--- src/hw/mem_settings.svh ---
`ifndef MEM_SETTINGS_SVH
`define MEM_SETTINGS_SVH

// address bits, sets the number of entries
`define MEM_ADDR_W 6

// width of one data word
`define MEM_DATA_W 8

// width of the write-sequence tag kept beside each word
`define MEM_TAG_W 4

// one entry per address value
`define MEM_DEPTH (1 << `MEM_ADDR_W)

`endif

--- src/hw/mem_pkg.sv ---
`include "mem_settings.svh"

// ------------------------------------------------------------
// shared types for the strobe memory
// ------------------------------------------------------------
package mem_pkg;

  // word address into both banks
  typedef logic [`MEM_ADDR_W-1:0] addr_t;

  // one stored data word
  typedef logic [`MEM_DATA_W-1:0] data_t;

  // write-sequence tag, zero is reserved
  typedef logic [`MEM_TAG_W-1:0] tag_t;

  // ------------------------------------------------------------
  // tag encodings
  // ------------------------------------------------------------

  // entry has not been written since reset
  localparam tag_t tag_none = '0;

  // first live tag, also the value after a wrap
  localparam tag_t tag_first = tag_t'(1);

  // last live tag before the counter wraps
  localparam tag_t tag_last = '1;

endpackage

--- src/hw/mem_bank.sv ---
`timescale 1ns/100ps

`include "mem_settings.svh"

// ------------------------------------------------------------
// one bank of the store
// ------------------------------------------------------------
// synchronous write, registered read, write-first
// the payload type is chosen per instance
module mem_bank #(
  parameter type payload_t = mem_pkg::data_t
) (
  input  logic           mif,
  input  logic           rst_n,
  input  logic           en,
  input  logic           we,
  input  mem_pkg::addr_t addr,
  input  payload_t       wdata,
  output payload_t       rdata
);

  // storage array, one entry per address
  payload_t mem [`MEM_DEPTH];

  // ------------------------------------------------------------
  // array access
  // ------------------------------------------------------------
  // small array, so every entry clears on reset
  // rdata only moves on an enabled edge and holds otherwise
  always_ff @(posedge mif or negedge rst_n) begin
    if (!rst_n) begin
      for (int i = 0; i < `MEM_DEPTH; i++) begin
        mem[i] <= '0;
      end
      rdata <= '0;
    end else if (en) begin
      if (we) begin
        // store the word
        mem[addr] <= wdata;
        // write-first, new value goes straight to the read port
        rdata <= wdata;
      end else begin
        // plain read of the addressed entry
        rdata <= mem[addr];
      end
    end
  end

endmodule

--- src/hw/mem_port.sv ---
`timescale 1ns/100ps

// ------------------------------------------------------------
// port block of the strobe memory
// ------------------------------------------------------------
// takes one request per edge, drives both banks in parallel,
// stamps writes with a sequence tag and builds the response
// that shows up with ready one cycle later
module mem_port (
  input  logic           mif,
  input  logic           rst_n,
  input  logic           start,
  input  logic           rw,
  input  mem_pkg::addr_t addr,
  input  mem_pkg::data_t wdata,

  // shared bank controls
  output logic           bank_en,
  output logic           bank_we,
  output mem_pkg::addr_t bank_addr,

  // per bank write payloads
  output mem_pkg::data_t data_wdata,
  output mem_pkg::tag_t  tag_wdata,

  // per bank read results
  input  mem_pkg::data_t data_rdata,
  input  mem_pkg::tag_t  tag_rdata,

  // response side
  output logic           ready,
  output mem_pkg::data_t rdata,
  output mem_pkg::tag_t  rtag,
  output logic           unwritten
);

  // current write-sequence value
  mem_pkg::tag_t tag_cnt;

  // value the counter takes after the next write
  mem_pkg::tag_t tag_cnt_nxt;

  // request is a write on this edge
  logic wr_req;

  // ------------------------------------------------------------
  // request fan-out
  // ------------------------------------------------------------

  // rw only matters when start is high
  assign wr_req = start & rw;

  // both banks see the same enable, write enable and address
  assign bank_en   = start;
  assign bank_we   = wr_req;
  assign bank_addr = addr;

  // data bank stores the caller's word
  assign data_wdata = wdata;

  // tag bank stores the current sequence value
  assign tag_wdata = tag_cnt;

  // ------------------------------------------------------------
  // tag counter
  // ------------------------------------------------------------

  // counts 1 up to the top value, then back to 1
  // zero is skipped so it can mark untouched entries
  always_comb begin
    if (tag_cnt == mem_pkg::tag_last) begin
      tag_cnt_nxt = mem_pkg::tag_first;
    end else begin
      tag_cnt_nxt = tag_cnt + mem_pkg::tag_t'(1);
    end
  end

  // advance once per accepted write
  always_ff @(posedge mif or negedge rst_n) begin
    if (!rst_n) begin
      tag_cnt <= mem_pkg::tag_first;
    end else if (wr_req) begin
      tag_cnt <= tag_cnt_nxt;
    end
  end

  // ------------------------------------------------------------
  // ready pipeline
  // ------------------------------------------------------------

  // banks answer one edge after the request, and so does ready
  // a held start gives ready on every following cycle
  always_ff @(posedge mif or negedge rst_n) begin
    if (!rst_n) begin
      ready <= 1'b0;
    end else begin
      ready <= start;
    end
  end

  // ------------------------------------------------------------
  // response merge
  // ------------------------------------------------------------

  // bank outputs are already registered, so the merge is plain logic
  assign rdata = data_rdata;
  assign rtag  = tag_rdata;

  // tag zero only survives in entries never written since reset
  assign unwritten = (tag_rdata == mem_pkg::tag_none);

endmodule

--- src/hw/mem_top.sv ---
`timescale 1ns/100ps

// ------------------------------------------------------------
// strobe memory top level
// ------------------------------------------------------------
// port block in front of a data bank and a tag bank,
// both banks are accessed in the same cycle
module mem_top (
  input  logic           mif,
  input  logic           rst_n,
  input  logic           start,
  input  logic           rw,
  input  mem_pkg::addr_t addr,
  input  mem_pkg::data_t wdata,
  output logic           ready,
  output mem_pkg::data_t rdata,
  output mem_pkg::tag_t  rtag,
  output logic           unwritten
);

  // controls shared by both banks
  logic           bank_en;
  logic           bank_we;
  mem_pkg::addr_t bank_addr;

  // write payloads
  mem_pkg::data_t data_wdata;
  mem_pkg::tag_t  tag_wdata;

  // registered bank outputs
  mem_pkg::data_t data_rdata;
  mem_pkg::tag_t  tag_rdata;

  // ------------------------------------------------------------
  // port block
  // ------------------------------------------------------------
  mem_port port_i (
    .mif        (mif),
    .rst_n      (rst_n),
    .start      (start),
    .rw         (rw),
    .addr       (addr),
    .wdata      (wdata),
    .bank_en    (bank_en),
    .bank_we    (bank_we),
    .bank_addr  (bank_addr),
    .data_wdata (data_wdata),
    .tag_wdata  (tag_wdata),
    .data_rdata (data_rdata),
    .tag_rdata  (tag_rdata),
    .ready      (ready),
    .rdata      (rdata),
    .rtag       (rtag),
    .unwritten  (unwritten)
  );

  // ------------------------------------------------------------
  // banks
  // ------------------------------------------------------------

  // data words
  mem_bank #(
    .payload_t (mem_pkg::data_t)
  ) data_bank_i (
    .mif   (mif),
    .rst_n (rst_n),
    .en    (bank_en),
    .we    (bank_we),
    .addr  (bank_addr),
    .wdata (data_wdata),
    .rdata (data_rdata)
  );

  // write-sequence tags
  mem_bank #(
    .payload_t (mem_pkg::tag_t)
  ) tag_bank_i (
    .mif   (mif),
    .rst_n (rst_n),
    .en    (bank_en),
    .we    (bank_we),
    .addr  (bank_addr),
    .wdata (tag_wdata),
    .rdata (tag_rdata)
  );

endmodule

--- config.mk ---
export PLATFORM = sky130hd
export DESIGN_NAME = mem_top
export DESIGN_NICKNAME = d
export VERILOG_FILES = /design/src/hw/mem_pkg.sv /design/src/hw/mem_bank.sv /design/src/hw/mem_port.sv /design/src/hw/mem_top.sv
export VERILOG_INCLUDE_DIRS = /design/src /design/src/hw
export SDC_FILE = /design/constraint.sdc
export NUM_CORES = 1
export LEC_CHECK = 0
export ABC_AREA = 1
export ABC_CLOCK_PERIOD_IN_PS = 1700
export BUFFER_PORTS_ARGS = -buffer_cell sky130_fd_sc_hd__buf_4
export CORE_MARGIN = 2
export CORE_UTILIZATION = 30
export CTS_CLUSTER_DIAMETER = 150
export DETAILED_ROUTE_END_ITERATION = 12
export HOLD_SLACK_MARGIN = 0.03
export REMOVE_ABC_BUFFERS = 1
export SLEW_MARGIN = 0
export SYNTH_ARGS = -nofsm -noshare
export SYNTH_HDL_FRONTEND = slang
export SYNTH_SLANG_ARGS = --single-unit
--- constraint.sdc ---
create_clock -name mif -period 1.7 [get_ports mif]
set_input_delay 0 -clock mif [delete_from_list [all_inputs] [get_ports mif]]
set_output_delay 0 -clock mif [all_outputs]
set_load 0.02 [all_outputs]
# After elaboration in Yosys (flattened, before gate mapping)
# Cells that the tools add are included.
[classes]
eq_ne = 1
n_bitwise = 2
add_sub_neg = 1
reduce_logical = 3
magnitude_cmp = 2
mux = 15
[op_table]
columns = ["op", "count"]
rows = [
  ["$bwmux W512", 1],
  ["$bwmux W256", 1],
  ["$bmux W8 S6", 1],
  ["$demux W8 S6", 1],
  ["$mux W8", 4],
  ["$bmux W4 S6", 1],
  ["$demux W4 S6", 1],
  ["$mux W4", 5],
  ["$ge A7 B7 Y1 const B", 1],
  ["$lt A7 B1 Y1 const B", 1],
  ["$not A6 Y7", 1],
  ["$add A4 B1 Y4 const B", 1],
  ["$eq A4 B4 Y1 const B", 1],
  ["$logic_not A4 Y1", 1],
  ["$reduce_and A2 Y1", 1],
  ["$and A1 B1 Y1", 1],
  ["$logic_and A1 B1 Y1", 1],
]
[totals]
ff_bits = 785
output_inout_bits = 14

# Longest topological paths before layout
[depth]
word_depth = 6
ltp_mapped = 16
depth_no_buf = 13

# Modules after synthesis
# A second synthesis with hierarchy kept.
[hier_totals]
hier_cells = 5043
area_unflattened_um2 = 37240.7
[by_module_without_submodules]
columns = ["module", "area_per_inst_um2", "n_inst", "cells_each"]
rows = [
  ["mem_bank at data_bank_i", 24551.0, 1, 3350],
  ["mem_bank at tag_bank_i", 12239.2, 1, 1640],
  ["mem_port", 450.4, 1, 53],
]

# Least setup slack after synthesis
# No wires, ideal clock.
[synth_timing]
path_kind = "input -> register"
startpoint = "input port addr[0]"
endpoint = "register data_bank_i.rdata[6] in the netlist's numbering"
setup_slack_ns = 0.344
t_arrival_ns = 1.239
setup_ns = 0.117
stages = 12
path_buffers = 3
required_time_ns = 1.583
path_cell_list = "buf_4 > buf_2 > clkbuf_1 > nand2_1 > nand3_1 > nand2_1 > o21ai_0 > nand2_1 > nor2_1 > nand3_1 > nand2_1 > nand2_1"
[synth_via]
elab_chain_len = 5
[synth_rtl]
columns = ["element", "line_no", "source"]
rows = [
  ["start: declaration", "mem_top.sv:13", "input mem_pkg::addr_t addr,"],
  ["$not A6 Y7 (implied by the code)", "mem_bank.sv:44", "rdata <= mem[addr];"],
  ["$bmux W8 S6", "mem_bank.sv:44", ""],
  ["$mux W8 (implied by the code) (2 in a row)", "mem_bank.sv:44", ""],
  ["$mux W8", "mem_bank.sv:37", "if (we) begin"],
  ["end signal: assignment", "mem_bank.sv:41", "rdata <= wdata;"],
  ["end signal: assignment", "mem_bank.sv:44", ""],
  ["end: declaration", "mem_bank.sv:19", "output payload_t rdata"],
]
# Every way passes these cells. The select of a mux whose other input is x is not followed.
# A chain may end at the register's enable or synchronous reset.

# Worst setup path in the final report
[layout_timing]
startpoint = "register data_bank_i.mem[508] in the netlist's numbering"
endpoint = "register data_bank_i.rdata[4] in the netlist's numbering"
[layout_via]
elab_chain_len = 4
[layout_rtl]
columns = ["element", "line_no", "source"]
rows = [
  ["start: declaration", "mem_bank.sv:23", "payload_t mem [`MEM_DEPTH];"],
  ["start signal: indexed assignment", "mem_bank.sv:39", "mem[addr] <= wdata;"],
  ["$bmux W8 S6", "mem_bank.sv:44", ""],
  ["$mux W8 (implied by the code) (2 in a row)", "mem_bank.sv:44", ""],
  ["$mux W8", "mem_bank.sv:37", ""],
]
# Every way passes these cells. The select of a mux whose other input is x is not followed.

==> key figures <==
Synthesis
  – Sequential fraction of the synthesis area: 53.9%
  – #FFs+latches synth: 785
  – Biggest area consumer among synthesized cells: dfrtp_1
  – Synth area leaders: dfrtp_1 54%, nand2_1 27%, o21ai_0 9.9%, clkbuf_1 2.7%, nor2_1 1.2%
  – Async SR Flop Fraction: 100%
  – Mean post-synth cell area: 7.44 sq um
  – Mapped cell area: 0.0365 sq mm
  – Most common cell in the netlist: nand2_1
  – Post-synth EDFFs: 0
  – Yosys cell types: 29
  – Ys Warns: 0
  – Cell count after synthesis: approximately 5000
  – Commonest cells in the netlist: 2666 x nand2_1, 784 x dfrtp_1, 721 x o21ai_0
  – Synth top area share: 53.8%
  – Main synth FF type: dfrtp_1

Global routing
  – Initial antenna violation count: 4
  – First-pass GRT wire length: 189000 microns
  – Total GRT Usage: 19.3%
  – Grt ovf: 0
  – Largest net degree at the start of global routing: 81
  – Vias in the first global route: 30500

STA
  – Hold Fails Final Rpt: 0
  – Skew final: roughly 14 ps
  – Worst-margin pin slew: 964 ps
  – RSZ-0062 raised after global routing: true
  – Setup ws final: approximately 80 ps
  – Endpoints failing setup: 0
  – Post-layout minimum cycle time: 1620 ps
  – Hold Slack: 106 ps
  – Final period util: 95.3%
  – Pins Over Slew Limit: 0
  – Fmax: just over 600 MHz
  – Relative max-transition margin: a little over a third

Critical path
  – Crit path launch type: flip-flop
  – CP endpoint kind: flip-flop
  – Top Family by Delay on Critical Path: simple AND/OR/NAND/NOR gates
  – Cells on worst reg2reg path: 12
  – Crit-path cells: nand2_1 > nand2_1 > nand2_1 > nand2_1 > nand2_1 > nand2_1 > nand2_1 > nand2_1 > nor2_2 > nand3_1 > nand2_1 > nand2_1
  – Crit-path slowest cell: dfrtp_1
  – Cell mode on critical path: nand2_1
  – Critical Path Max Stage Delay: 380 ps
  – R2r setup slk: about 80 ps
  – Crit path to: data_bank_i.rdata[4]
  – R2r endpoint: data_bank_i.rdata[4]
  – Crit path launch: data_bank_i.mem[508]
  – CP Buf/Inv Count: 0
  – CP Max Fanout: 2
  – Worst path depth: 12
  – Worst setup path class: flip-flop to flip-flop
  – FF-to-FF Start: data_bank_i.mem[508]
  – Worst EP required: 2260 ps
  – Crit path DAT: between 2000 and 2500 ps

Placed design
  – DP Wirelength: 78100 microns
  – Placed cells: 6444
  – Area post-placement: 0.0409 sq mm
  – GPL Wtd Cong: 0.873
  – Pre-CTS setup slack: -320 ps
  – Port Buffer Count: 31

Run
  – Max capacitance violation total: 0

Floorplanning
  – Num rows: 127
  – I/O pins: 32
  – Initial Util: between 30 and 40%
  – Die area: 0.124 sq mm
  – Die Y: approximately 350 microns
  – Core area: 0.120 sq mm
  – Die width: 353 microns

Hold path
  – Worst Hold Class: input port to flip-flop

Clock network
  – Root Buffer: clkbuf_16
  – Clock transition at path regs: about 60 ps
  – Setup Fix Bufs, Post-CTS: 0
  – Sink Count: ~800
  – Clock Tree Buf Depth: 3
  – CTS tree: done
  – Htree depth: 3
  – TritonCTS Buffers: 90
  – Clock latency on the worst-skew pair: 670 ps

Detailed routing
  – Routed vias/inst: 4.83
  – Drt first-iter violations: 3374
  – # DRC: 0
  – Detailed Route WL: 121000 microns
  – TritonRoute pass-1 iters: 6
  – Wire per inst: between 15 and 20 microns
  – DR vias: 32000
  – Routed Antenna Nets: 0

Outcome
  – Status: completed

Layout
  – Design Area, Final: 0.0442 sq mm
  – Post-route insts no fill: 6619
  – Layout Area Growth over Synthesis: 21.1%
  – Antenna diodes: 0
  – Layout cells sized above 1: 9.79%
  – Nets: 4955

Power and ir drop
  – PD cells: 1100 mW/mm^2
  – Worst VDD drop: 0.00101 V
  – Leakage: 22.0 nW
-- cell type report --
class,instances,area [sq um]
Clock buffer,131,2640
Tap cell,1612,2020
Timing Repair Buffer,303,3980
Multi-Input combinational cell,3688,15200
Clock inverter,32,430
Fill cell,12500,76100
Sequential cell,785,19600
Inverter,68,265
-- cells in the final DEF, fill, tap and decap left out, drive strengths merged, types with 3 or more instances in the layout --
| master | instances |
|---|---|
| clkbuf | 131 |
| nand3b | 11 |
| dlygate4sd3 | 12 |
| a21oi | 29 |
| buf | 291 |
| nand2 | 2670 |
| o211ai | 3 |
| bufinv | 7 |
| nor2 | 129 |
| o21ai | 783 |
| or2 | 3 |
| nor3 | 7 |
| nand3 | 49 |
| inv | 70 |
| dfrtp | 784 |
| clkinv | 22 |
-- state kept, by name (all words and copies together), names as in the netlist --
name,flops
data_bank_i.mem,512
tag_bank_i.mem,256
data_bank_i.rdata,8
port_i.tag_wdata,4
tag_bank_i.rdata,4
port_i.ready,1
-- power by group --
group | switching, mW | leakage, nW | internal [mW]
clock | 8.23 | 1.52 | 11.9
sequential | 1.07 | 10.7 | 20.5
combinational | 4.64 | 9.80 | 2.25
total | 13.9 | 22.0 | 34.6
-- worst reg2reg max path, cell delays in order (launching register included) --
cell	delay, ps
dfrtp_1	380
nand2_1	70
nand2_1	50
nand2_1	70
nand2_1	60
nand2_1	60
nand2_1	130
nand2_1	90
nand2_1	120
nor2_2	250
nand3_1	120
nand2_1	80
nand2_1	50
-- worst min-delay path by stage --
stage,start,end,depth (start not counted)
after floorplan,rst_n,data_bank_i.mem[0],0
after global placement,rst_n,data_bank_i.mem[432],1
after detailed placement,rst_n,data_bank_i.mem[432],1
after CTS,addr[5],data_bank_i.mem[327],6
after global routing,addr[3],data_bank_i.mem[321],6
final,addr[3],data_bank_i.mem[327],6
-- cell families (layout without fill, tap and decap cells) --
group,count (synthesis),after routing,share of synthesized area (%)
buffers and inverters,425,534,4.65
xor gates and xnor gates,1,1,0.0240
and+or+nand+nor,2870,2870,30.2
AOI/OAI and AO/OA,816,816,11.2
DFF,785,785,53.9
adders and majority gates,1,1,0.0343
-- what timing repair did --
item / CTS / global route
pin swaps: 0 / 0
endpoints found under the setup margin: 3 / 9
hold endpoints to repair: 1049 / 0
gates resized for setup: 3 / 13
hold buffers: 12 / 0
-- per-stage QoR --
stage                     utilization [%]  power (mW)  setup TNS [ps]
final                                36.7        48.6               0
after global routing                 36.7        50.7           -17.4
after CTS                            36.7        48.9               0
after detailed placement             34.0        28.7          -27680
after global placement               34.0        28.6          -25760
after floorplan                         -        24.9        -1016530
-- layer usage --
layer  global-route usage (%)  part of all wire, %  vias to the layer above
met5                        0                0.011                        -
met2                     29.1                   44                     1056
li1                         -                    -                    15400
met1                     28.3                   47                    15300
met3                     3.14                  6.7                      199
met4                     5.73                  2.8                        2
No activity file was read; power rests on OpenSTA's default activity.
